==> src/design/busPkg.sv <==
package busPkg;

	localparam int dataWidth = 32;
	localparam int regIdxWidth = 4;
	localparam int addrWidth = 8;	// AXI byte address, 0x00 to 0xFF

	typedef enum logic [4:0] {
		opAdd = 5'd3,
		opSub = 5'd4,
		opAnd = 5'd5,
		opOr = 5'd6,
		opRor = 5'd8,
		opShr = 5'd9,
		opShl = 5'd11
	} opCode;

	typedef struct packed {
		logic [4:0] op;	// raw field, any other code is a no-op
		logic [regIdxWidth-1:0] ra;	// destination
		logic [regIdxWidth-1:0] rb;	// first operand, goes to Y
		logic [regIdxWidth-1:0] rc;	// second operand, on the bus at T4
		logic [14:0] spare;
	} instrFields;

	typedef enum logic [2:0] {
		srcNone,
		srcPc,
		srcMdr,
		srcReg,
		srcZLow
	} busSrc;

	typedef struct packed {
		busSrc src;
		logic [regIdxWidth-1:0] regSel;	// read and write index
		logic regIn;
		logic pcIn;
		logic marIn;
		logic mdrIn;
		logic irIn;
		logic yIn;
		logic zIn;
		logic incPc;
		logic read;	// MDR takes the memory word instead of the bus
		opCode aluOp;
	} ctrlBus;

	localparam logic [addrWidth-1:0] offStatus = 8'h00;
	localparam logic [addrWidth-1:0] offMemData = 8'h04;
	localparam logic [addrWidth-1:0] offLoad = 8'h08;
	localparam logic [addrWidth-1:0] offExec = 8'h0C;
	localparam logic [addrWidth-1:0] offPc = 8'h10;
	localparam logic [addrWidth-1:0] offRegBase = 8'h40;

endpackage

==> src/design/regFile.sv <==
`timescale 1ns/1ps
module regFile import busPkg::*; #(
	parameter int numRegs = 16,
	parameter int dataWidth = busPkg::dataWidth
) (
	input logic Clock,
	input logic rstN,
	input ctrlBus ctrl,
	input logic [dataWidth-1:0] busValue,
	output logic [dataWidth-1:0] regOut,
	input logic [regIdxWidth-1:0] hostIdx,
	output logic [dataWidth-1:0] hostData
);

	logic [dataWidth-1:0] regs [numRegs];

	always_ff @(posedge Clock) begin
		if (!rstN) begin
			for (int i = 0; i < numRegs; i++) begin
				regs[i] <= '0;
			end
		end else if (ctrl.regIn) begin
			regs[ctrl.regSel] <= busValue;	// R0 is an ordinary register
		end
	end

	// bus-side read, follows regSel in the same cycle
	always_comb begin
		regOut = '0;
		if (ctrl.regSel < numRegs) begin
			regOut = regs[ctrl.regSel];
		end
	end

	always_comb begin
		hostData = '0;	// out-of-range index reads zero
		if (hostIdx < numRegs) begin
			hostData = regs[hostIdx];
		end
	end

endmodule

==> src/design/busRegs.sv <==
`timescale 1ns/1ps
module busRegs import busPkg::*; #(
	parameter int dataWidth = busPkg::dataWidth
) (
	input logic Clock,
	input logic rstN,
	input ctrlBus ctrl,
	input logic [dataWidth-1:0] memData,
	input logic [dataWidth-1:0] regOut,
	input logic [dataWidth-1:0] zLow,
	output logic [dataWidth-1:0] busValue,
	output instrFields irWord,
	output logic [dataWidth-1:0] pcValue
);

	logic [dataWidth-1:0] pc;
	logic [dataWidth-1:0] mar;	// address register, no memory behind it
	logic [dataWidth-1:0] mdr;
	logic [dataWidth-1:0] ir;

	always_ff @(posedge Clock) begin
		if (!rstN) begin
			pc <= '0;
			mar <= '0;
			mdr <= '0;
			ir <= '0;
		end else begin
			if (ctrl.pcIn) begin
				pc <= busValue;
			end else if (ctrl.incPc) begin
				pc <= pc + 1'b1;	// word-counting PC
			end
			if (ctrl.marIn) begin
				mar <= busValue;
			end
			if (ctrl.mdrIn) begin
				mdr <= ctrl.read ? memData : busValue;
			end
			if (ctrl.irIn) begin
				ir <= busValue;
			end
		end
	end

	// only one source drives the bus at a time
	always_comb begin
		case (ctrl.src)
			srcPc: busValue = pc;
			srcMdr: busValue = mdr;
			srcReg: busValue = regOut;
			srcZLow: busValue = zLow;
			default: busValue = '0;
		endcase
	end

	assign irWord = ir;
	assign pcValue = pc;

endmodule

==> src/design/aluUnit.sv <==
`timescale 1ns/1ps
module aluUnit import busPkg::*; #(
	parameter int dataWidth = busPkg::dataWidth
) (
	input logic Clock,
	input logic rstN,
	input ctrlBus ctrl,
	input logic [dataWidth-1:0] busValue,
	output logic [dataWidth-1:0] zLow
);

	localparam int shiftWidth = $clog2(dataWidth);

	logic [dataWidth-1:0] yReg;
	logic [dataWidth-1:0] aluResult;
	logic [shiftWidth-1:0] shamt;

	assign shamt = busValue[shiftWidth-1:0];	// low bits of second operand only

	always_ff @(posedge Clock) begin
		if (!rstN) begin
			yReg <= '0;
		end else if (ctrl.yIn) begin
			yReg <= busValue;
		end
	end

	// Y is the first operand, the bus carries the second
	always_comb begin
		case (ctrl.aluOp)
			opAdd: aluResult = yReg + busValue;	// wraps
			opSub: aluResult = yReg - busValue;
			opAnd: aluResult = yReg & busValue;
			opOr: aluResult = yReg | busValue;
			opShr: aluResult = yReg >> shamt;
			opShl: aluResult = yReg << shamt;
			opRor: begin
				// shift by full width gives zero, so shamt of 0 is a plain copy
				aluResult = (yReg >> shamt) | (yReg << (dataWidth - int'(shamt)));
			end
			default: aluResult = '0;
		endcase
	end

	always_ff @(posedge Clock) begin
		if (!rstN) begin
			zLow <= '0;
		end else if (ctrl.zIn) begin
			zLow <= aluResult;
		end
	end

endmodule

==> src/design/cpuControl.sv <==
`timescale 1ns/1ps
module cpuControl import busPkg::*; (
	input logic Clock,
	input logic rstN,
	input logic cmdValid,
	input logic cmdLoad,
	input logic cmdExec,
	input logic [regIdxWidth-1:0] cmdReg,
	input instrFields irWord,
	output logic busy,
	output ctrlBus ctrl
);

	typedef enum logic [8:0] {
		sIdle = 9'b000000001,
		sL0 = 9'b000000010,
		sL1 = 9'b000000100,
		sT0 = 9'b000001000,
		sT1 = 9'b000010000,
		sT2 = 9'b000100000,
		sT3 = 9'b001000000,
		sT4 = 9'b010000000,
		sT5 = 9'b100000000
	} phase;

	phase state;
	logic [regIdxWidth-1:0] loadReg;	// target of the pending load
	logic opLegal;

	always_ff @(posedge Clock) begin
		if (!rstN) begin
			state <= sIdle;
			loadReg <= '0;
		end else begin
			case (state)
				sIdle: begin
					if (cmdValid && cmdLoad) begin
						state <= sL0;
						loadReg <= cmdReg;
					end else if (cmdValid && cmdExec) begin
						state <= sT0;
					end
				end
				sL0: state <= sL1;
				sL1: state <= sIdle;
				sT0: state <= sT1;
				sT1: state <= sT2;
				sT2: state <= sT3;
				sT3: state <= sT4;
				sT4: state <= sT5;
				default: state <= sIdle;	// T5 and any illegal code
			endcase
		end
	end

	assign busy = (state != sIdle);

	// IR is stable from T3 on, so the opcode decode is valid there
	always_comb begin
		case (irWord.op)
			opAdd, opSub, opAnd, opOr, opRor, opShr, opShl: opLegal = 1'b1;
			default: opLegal = 1'b0;
		endcase
	end

	always_comb begin
		ctrl = '0;
		ctrl.src = srcNone;
		case (state)
			sL0: begin
				ctrl.read = 1'b1;
				ctrl.mdrIn = 1'b1;
			end
			sL1: begin
				ctrl.src = srcMdr;
				ctrl.regSel = loadReg;
				ctrl.regIn = 1'b1;
			end
			sT0: begin
				ctrl.src = srcPc;
				ctrl.marIn = 1'b1;
				ctrl.incPc = 1'b1;
			end
			sT1: begin
				ctrl.read = 1'b1;
				ctrl.mdrIn = 1'b1;
			end
			sT2: begin
				ctrl.src = srcMdr;
				ctrl.irIn = 1'b1;
			end
			sT3: begin
				ctrl.src = srcReg;
				ctrl.regSel = irWord.rb;
				ctrl.yIn = opLegal;
			end
			sT4: begin
				ctrl.src = srcReg;
				ctrl.regSel = irWord.rc;
				ctrl.aluOp = opCode'(irWord.op);
				ctrl.zIn = opLegal;
			end
			sT5: begin
				ctrl.src = srcZLow;
				ctrl.regSel = irWord.ra;
				ctrl.regIn = opLegal;	// no-op leaves Ra alone
			end
			default: ;
		endcase
	end

endmodule

==> src/design/axiLiteSlave.sv <==
`timescale 1ns/1ps
module axiLiteSlave import busPkg::*; #(
	parameter int dataWidth = busPkg::dataWidth
) (
	input logic Clock,
	input logic rstN,
	input logic [addrWidth-1:0] awaddr,
	input logic awvalid,
	output logic awready,
	input logic [dataWidth-1:0] wdata,
	input logic [dataWidth/8-1:0] wstrb,
	input logic wvalid,
	output logic wready,
	output logic [1:0] bresp,
	output logic bvalid,
	input logic bready,
	input logic [addrWidth-1:0] araddr,
	input logic arvalid,
	output logic arready,
	output logic [dataWidth-1:0] rdata,
	output logic [1:0] rresp,
	output logic rvalid,
	input logic rready,
	input logic busy,
	input logic [dataWidth-1:0] hostData,
	input logic [dataWidth-1:0] pcValue,
	output logic [regIdxWidth-1:0] hostIdx,
	output logic [dataWidth-1:0] memData,
	output logic cmdValid,
	output logic cmdLoad,
	output logic cmdExec,
	output logic [regIdxWidth-1:0] cmdReg
);

	logic isLoad;
	logic isExec;
	logic isCmd;
	logic wrFire;
	logic arFire;
	logic inRegSpace;
	logic [dataWidth-1:0] readWord;

	assign isLoad = (awaddr == offLoad);
	assign isExec = (awaddr == offExec);
	assign isCmd = isLoad | isExec;

	// AW and W are taken together, one write outstanding at a time
	assign wrFire = awvalid & wvalid & ~bvalid & ~(isCmd & busy);
	assign awready = wrFire;
	assign wready = wrFire;

	assign cmdValid = wrFire & isCmd;	// single-cycle pulse on the handshake
	assign cmdLoad = isLoad;
	assign cmdExec = isExec;
	assign cmdReg = wdata[regIdxWidth-1:0];

	assign arready = ~rvalid;
	assign arFire = arvalid & arready;
	assign hostIdx = araddr[2 +: regIdxWidth];
	assign inRegSpace = (araddr[addrWidth-1:regIdxWidth+2] ==
		offRegBase[addrWidth-1:regIdxWidth+2]);

	assign bresp = 2'b00;	// always OKAY
	assign rresp = 2'b00;

	always_comb begin
		readWord = '0;	// unknown offsets read zero
		if (araddr == offStatus) begin
			readWord = {{(dataWidth-1){1'b0}}, busy};
		end else if (araddr == offPc) begin
			readWord = pcValue;
		end else if (inRegSpace) begin
			readWord = hostData;
		end
	end

	// memory word, byte strobes honoured
	always_ff @(posedge Clock) begin
		if (!rstN) begin
			memData <= '0;
		end else if (wrFire && awaddr == offMemData) begin
			for (int b = 0; b < dataWidth/8; b++) begin
				if (wstrb[b]) begin
					memData[8*b +: 8] <= wdata[8*b +: 8];
				end
			end
		end
	end

	always_ff @(posedge Clock) begin
		if (!rstN) begin
			bvalid <= 1'b0;
		end else if (wrFire) begin
			bvalid <= 1'b1;
		end else if (bready) begin
			bvalid <= 1'b0;
		end
	end

	always_ff @(posedge Clock) begin
		if (!rstN) begin
			rvalid <= 1'b0;
			rdata <= '0;
		end else if (arFire) begin
			rvalid <= 1'b1;
			rdata <= readWord;	// sampled at the AR handshake
		end else if (rready) begin
			rvalid <= 1'b0;
		end
	end

endmodule

==> src/design/cpuTop.sv <==
`timescale 1ns/1ps
module cpuTop import busPkg::*; #(
	parameter int numRegs = 16,
	parameter int dataWidth = busPkg::dataWidth
) (
	input logic Clock,
	input logic rstN,
	input logic [addrWidth-1:0] awaddr,
	input logic awvalid,
	output logic awready,
	input logic [dataWidth-1:0] wdata,
	input logic [dataWidth/8-1:0] wstrb,
	input logic wvalid,
	output logic wready,
	output logic [1:0] bresp,
	output logic bvalid,
	input logic bready,
	input logic [addrWidth-1:0] araddr,
	input logic arvalid,
	output logic arready,
	output logic [dataWidth-1:0] rdata,
	output logic [1:0] rresp,
	output logic rvalid,
	input logic rready
);

	ctrlBus ctrl;
	instrFields irWord;
	logic busy;
	logic cmdValid;
	logic cmdLoad;
	logic cmdExec;
	logic [regIdxWidth-1:0] cmdReg;
	logic [regIdxWidth-1:0] hostIdx;
	logic [dataWidth-1:0] hostData;
	logic [dataWidth-1:0] memData;
	logic [dataWidth-1:0] pcValue;
	logic [dataWidth-1:0] busValue;
	logic [dataWidth-1:0] regOut;
	logic [dataWidth-1:0] zLow;

	axiLiteSlave #(.dataWidth(dataWidth)) axiLiteSlave_inst (
		.Clock(Clock), .rstN(rstN),
		.awaddr(awaddr), .awvalid(awvalid), .awready(awready),
		.wdata(wdata), .wstrb(wstrb), .wvalid(wvalid), .wready(wready),
		.bresp(bresp), .bvalid(bvalid), .bready(bready),
		.araddr(araddr), .arvalid(arvalid), .arready(arready),
		.rdata(rdata), .rresp(rresp), .rvalid(rvalid), .rready(rready),
		.busy(busy), .hostData(hostData), .pcValue(pcValue), .hostIdx(hostIdx),
		.memData(memData), .cmdValid(cmdValid), .cmdLoad(cmdLoad),
		.cmdExec(cmdExec), .cmdReg(cmdReg)
	);

	cpuControl cpuControl_inst (
		.Clock(Clock), .rstN(rstN),
		.cmdValid(cmdValid), .cmdLoad(cmdLoad), .cmdExec(cmdExec), .cmdReg(cmdReg),
		.irWord(irWord), .busy(busy), .ctrl(ctrl)
	);

	regFile #(.numRegs(numRegs), .dataWidth(dataWidth)) regFile_inst (
		.Clock(Clock), .rstN(rstN), .ctrl(ctrl), .busValue(busValue),
		.regOut(regOut), .hostIdx(hostIdx), .hostData(hostData)
	);

	busRegs #(.dataWidth(dataWidth)) busRegs_inst (
		.Clock(Clock), .rstN(rstN), .ctrl(ctrl), .memData(memData),
		.regOut(regOut), .zLow(zLow), .busValue(busValue),
		.irWord(irWord), .pcValue(pcValue)
	);

	aluUnit #(.dataWidth(dataWidth)) aluUnit_inst (
		.Clock(Clock), .rstN(rstN), .ctrl(ctrl), .busValue(busValue), .zLow(zLow)
	);

endmodule

==> config.mk <==
export PLATFORM = sky130hd
export DESIGN_NAME = cpuTop
export DESIGN_NICKNAME = d
export VERILOG_FILES = /design/src/design/busPkg.sv /design/src/design/regFile.sv /design/src/design/busRegs.sv /design/src/design/aluUnit.sv /design/src/design/cpuControl.sv /design/src/design/axiLiteSlave.sv /design/src/design/cpuTop.sv
export SDC_FILE = /design/constraint.sdc
export NUM_CORES = 2
export LEC_CHECK = 0
export BUFFER_PORTS_ARGS = -buffer_cell sky130_fd_sc_hd__buf_2
export CELL_PAD_IN_SITES_DETAIL_PLACEMENT = 1
export CELL_PAD_IN_SITES_GLOBAL_PLACEMENT = 2
export CORE_UTILIZATION = 44
export DETAILED_ROUTE_END_ITERATION = 7
export PLACE_DENSITY = 0.84
export SYNTH_ARGS = -nofsm -noshare
export SYNTH_HDL_FRONTEND = slang
export SYNTH_HIERARCHICAL = 1
export SYNTH_SLANG_ARGS = --single-unit
==> constraint.sdc <==
create_clock -name Clock -period 9.8 [get_ports Clock]
set_input_delay 0.49 -clock Clock [delete_from_list [all_inputs] [get_ports Clock]]
set_output_delay 0.49 -clock Clock [all_outputs]
set_load 0.02 [all_outputs]
# After elaboration in Yosys (flattened, before gate mapping)

Memories as Yosys holds them, arrays and structs flattened.
Index checks and enable logic that the tools add are counted.

Flip-flop bits (word level): 239
Memories: 1
RAM bits: 512

Add/subtract/negate cells: 4
Shift operators: 3
Mux-type cells: 29
Bitwise logic cells: 13
Equality and inequality tests: 34
Reduce and logical (&&, ||, !) cells: 16

Memories:

| memory            | words | bits a word | read ports | clocked after memory_dff | write ports | RTL line      | source |
|---|---|---|---|---|---|---|---|
| regFile_inst.regs | 16    | 32          | 2          | 0                        | 16          | regFile.sv:15 | `logic [dataWidth-1:0] regs [numRegs];` |

Operator list:

| kind                  | count |
|---|---|
| $pmux 32 s7           | 1 |
| $mux 32               | 4 |
| $pmux 32 s4           | 1 |
| $or 32x32->32         | 2 |
| $pmux 9 s7            | 1 |
| $add 32x1->32 const B | 1 |
| $add 32x32->32        | 1 |
| $and 32x32->32        | 1 |
| $reduce_or 32->1      | 1 |
| $shl 32x32->32        | 1 |
| $shl 32x5->32         | 1 |
| $shr 32x5->32         | 1 |
| $sub 32x32->32        | 1 |
| $eq 5x3->1 const B    | 6 |
| $eq 5x4->1 const B    | 6 |
| $mux 9                | 2 |
| $eq 8x4->1 const B    | 2 |
| $pmux 4 s4            | 1 |
| $mux 1                | 15 |
| $pmux 3 s4            | 1 |
| $eq 5x2->1 const B    | 2 |
| $reduce_and 2->1      | 5 |
| $eq 9x1->1 const B    | 1 |
| $eq 9x2->1 const B    | 1 |
| 27 further kinds      | 40 |

# Longest topological paths before layout

Word-level depth: 10
Gate-level depth with buffers: 37
Gate-level depth less buffers: 27

# Cells and area by module

The synthesis kept the hierarchy.

By module, submodules not included:

| module       | area each (um^2) | sequential area each (um^2) | times used | cells an instance |
|---|---|---|---|---|
| regFile      | 26580.5          | 15374.7                     | 1          | 1689 |
| aluUnit      | 11523.6          | 1281.2                      | 1          | 1464 |
| busRegs      | 5383.9           | 1921.8                      | 1          | 664 |
| axiLiteSlave | 3074.2           | 1321.3                      | 1          | 371 |
| cpuControl   | 923.4            | 260.2                       | 1          | 114 |

# Worst setup path after synthesis

No wires, ideal clock.

Path type: reg-to-reg
Start: register cpuControl_inst.state[6]
End: register aluUnit_inst.zLow[29]
Slack: 2385 ps
Buffers on the path: 8
Clock period less this slack: 7415 ps
Setup time: 74 ps
Data required time: 9726 ps
Stages on the path, launching flop included: 34
Arrival time: 7341 ps
Path through: dfxtp_1 > nor4_4 > and4_1 > a221o_1 > buf_2 > buf_4 > clkbuf_1 > mux4_2 > a22oi_1 > nand2_1 > mux2i_1 > o22ai_1 > buf_6 > buf_6 > buf_6 > inv_2 > buf_2 > ha_1 > buf_4 > nor3b_1 > nand2_1 > nor3_1 > and2_1 > nand2_1 > o31ai_1 > xor2_1 > ha_1 > a21oi_1 > o21bai_1 > a21oi_1 > o21ai_0 > o31a_1 > or3_1 > a31oi_1

RTL lines:

| element                  | RTL line         | source |
|---|---|---|
| start: declaration       | cpuControl.sv:26 | `phase state;` |
| start signal: assignment | cpuControl.sv:32 | `state <= sIdle;` |
| start signal: assignment | cpuControl.sv:38 | `state <= sL0;` |
| start signal: assignment | cpuControl.sv:41 | `state <= sT0;` |
| end signal: assignment   | aluUnit.sv:49    | `zLow <= aluResult;` |
| end: declaration         | aluUnit.sv:9     | `output logic [dataWidth-1:0] zLow` |

==> impl_metrics.csv <==
group,metric,value,unit
route,wl_met3,20.0,mm
grt,grtUsageTotal,0.366,
route,routedWlPerCell,35.6,um
clock_tree,cts.hold.buffers_added,0,
cells_and_area,final_cell_mix,"and2_1 (531), edfxtp_1 (512), nand2_1 (374)",
sta,setup_violations,0,
sta,relSlewSlack,0.00399,
clock_tree,clkSlewWorstSetupHoldPaths,0.06,ns
worst_setup_path,critPathCapture,"aluUnit_inst/zLow[31]$_SDFFE_PN0P_",
worst_setup_path,required,10.41,ns
worst_setup_path,crit_family,"simple AND/OR/NAND/NOR gates",
clock_tree,numCtsBuffers,85,
worst_setup_path,worstSetupStartpointType,"flip-flop",
clock_tree,clockBufferDepth,3,
worst_setup_path,critPathMaxFanout,26,
route,route.detailed.drc,12,
route,drt-met1-wl,74.6,mm
worst_setup_path,rr_startpoint,"cpuControl_inst/state[6]$_SDFFE_PN0P_",
power,ir_drop,120,uV
clock_tree,ctsResizeCount,0,
run_status,status,"finished, violations left",
worst_setup_path,cp_slowest_cell,"a221o_4",
worst_setup_path,cp_data_arrival_time,9.08,ns
cells_and_area,final_common_cell,"and2_1",
cells_and_area,final_util,0.491,
floorplanning,die_w,329,um
worst_setup_path,crit_path_end_kind,"flip-flop",
place,port_buffers,95,
sta,clock.fmax,118,MHz
sta,finalSetupTns,0,ns
run_status,violations,"design-rule violations, max-capacitance violations",
clock_tree,cts_setup_buffers,0,
worst_setup_path,ff2ff_setup_slack,1.33,ns
route,ant_nets,0,
route,highest_layer,"met5",
sta,rsz0062_at_grt,"no",
cells_and_area,nets,4236,
yosys,synth_warnings,6,
sta,clock_skew,0.0623,ns
place,gp_congestion,0.982,
grt,grt_max_degree,117,
sta,fin_crit,8.47,ns
worst_setup_path,cp-startpoint,"cpuControl_inst/state[6]$_SDFFE_PN0P_",
sta,maxSlewViolCount,0,
sta,post-route-period-util,0.864,
worst_setup_path,worst-path-buf-inv,3,
worst_setup_path,slowest_delay,0.61,ns
sta,worst_pin_slew,1.49,ns
grt,grt_pass1_wl,284,mm
worst_setup_path,ff2ff_path_depth,25,
route,via_per_inst,6.94,
route,wirelength,199,mm
route,first_pass_iters,7,
worst_hold_path,hp-class,"in2reg",
flow_run,cap_viol_max_count,1,
yosys,synthCells,4250,
floorplanning,start_util,0.445,
sta,hold_viol_final,0,
power,power_density,145,mW/mm2
floorplanning,die_h,329,um
worst_setup_path,path_depth,25,
power,fin_total_pwr,7.52,mW
place,dp_cells,5444,
route,vias,38880,
clock_tree,cts_tree,"yes",
yosys,synth_area,0.0469,mm2
route,route.met2.wl,90.5,mm
clock_tree,clk_latency,0.69,ns
worst_setup_path,timing.rr.end,"aluUnit_inst/zLow[31]$_SDFFE_PN0P_",
route,drtIter0Drc,4570,
clock_tree,cts_root_buf,"clkbuf_16",
power,leakagePower,17.8,nW
worst_setup_path,critical_path_class,"reg2reg",
grt,grt_overflow,0,
clock_tree,cts.sinks,736,
yosys,syn_avg_cell_area,11.0,um2
cells_and_area,syn2layout_area_growth,10.4,%
floorplanning,rows,119,
clock_tree,htreeDepth,3,
grt,antenna_found_initial,8,
floorplanning,io_pins,100,
floorplanning,core_area,0.106,mm2
place,hpwlAfterDp,128,mm
cells_and_area,drive_gt1_frac,0.201,
grt,grt_pass1_vias,39666,
cells_and_area,final_cells,5600,
floorplanning,fp.dieArea,0.108,mm2
-- registers in the layout, summed over array words and instances, names as in the netlist, 17 cells and up --
name	count
busRegs_inst/irWord	17
busRegs_inst/mdr	32
axiLiteSlave_inst/rdata	32
busRegs_inst/pcValue	32
aluUnit_inst/zLow	32
axiLiteSlave_inst/memData	32
aluUnit_inst/yReg	32
regFile_inst/regs	512
-- layout make-up --
type	count	area (um2)
inverter	77	289
multi-input combinational	3012	25400
fill	11130	53800
timing repair buffer	228	1540
antenna	3	7.51
clock buffer	110	2290
clock inverter	43	724
tap	1391	1740
sequential	736	19900
-- worst register-to-register path: cells and delay by family (launching register included) --
kind	cells	cell delay, ns
DFF	1	0.40
AOI/OAI and AO/OA	8	2.42
xor gates and xnor gates	1	0.14
adders and majority gates	1	0.42
and+or+nand+nor	10	2.63
buffers and inverters	3	1.37
muxes	2	1.03
-- metal layers --
layer / global-route usage / up-vias
met3: 0.0771 / 676
met5: 0 / -
li1: - / 15778
met1: 0.464 / 19873
met2: 0.572 / 2551
met4: 0.232 / 2
-- through the flow --
stage / setup slack, ns / cell area [um2] / hold WS (ns)
floorplan: 2.40 / 47000 / 0.425
global placement: 1.67 / 48800 / 0.440
detailed placement: 1.51 / 48800 / 0.448
CTS: 1.45 / 51800 / 0.0293
global route: 0.873 / 51800 / 0.0642
finish: 1.33 / 51800 / 0.0536
-- report_power, final --
part           internal (mW)  switching (mW)  total [mW]
Sequential              3.45          0.0902        3.54
Clock                   2.11            1.38        3.49
Combinational          0.192           0.306       0.498
Total                   5.74            1.78        7.52
-- worst min path at each step --
stage	cells past startpoint	endpoint	startpoint
after global routing	3	axiLiteSlave_inst/memData[11]$_SDFFE_PN0P_	wdata[11]
after CTS	3	axiLiteSlave_inst/memData[12]$_SDFFE_PN0P_	wdata[12]
after floorplan	2	aluUnit_inst/zLow[0]$_SDFFE_PN0P_	aluUnit_inst/zLow[0]$_SDFFE_PN0P_
after global placement	2	aluUnit_inst/zLow[0]$_SDFFE_PN0P_	aluUnit_inst/zLow[0]$_SDFFE_PN0P_
final	3	axiLiteSlave_inst/memData[12]$_SDFFE_PN0P_	wdata[12]
after detailed placement	2	aluUnit_inst/zLow[2]$_SDFFE_PN0P_	aluUnit_inst/zLow[2]$_SDFFE_PN0P_
Power figures use the tool's default switching activity.
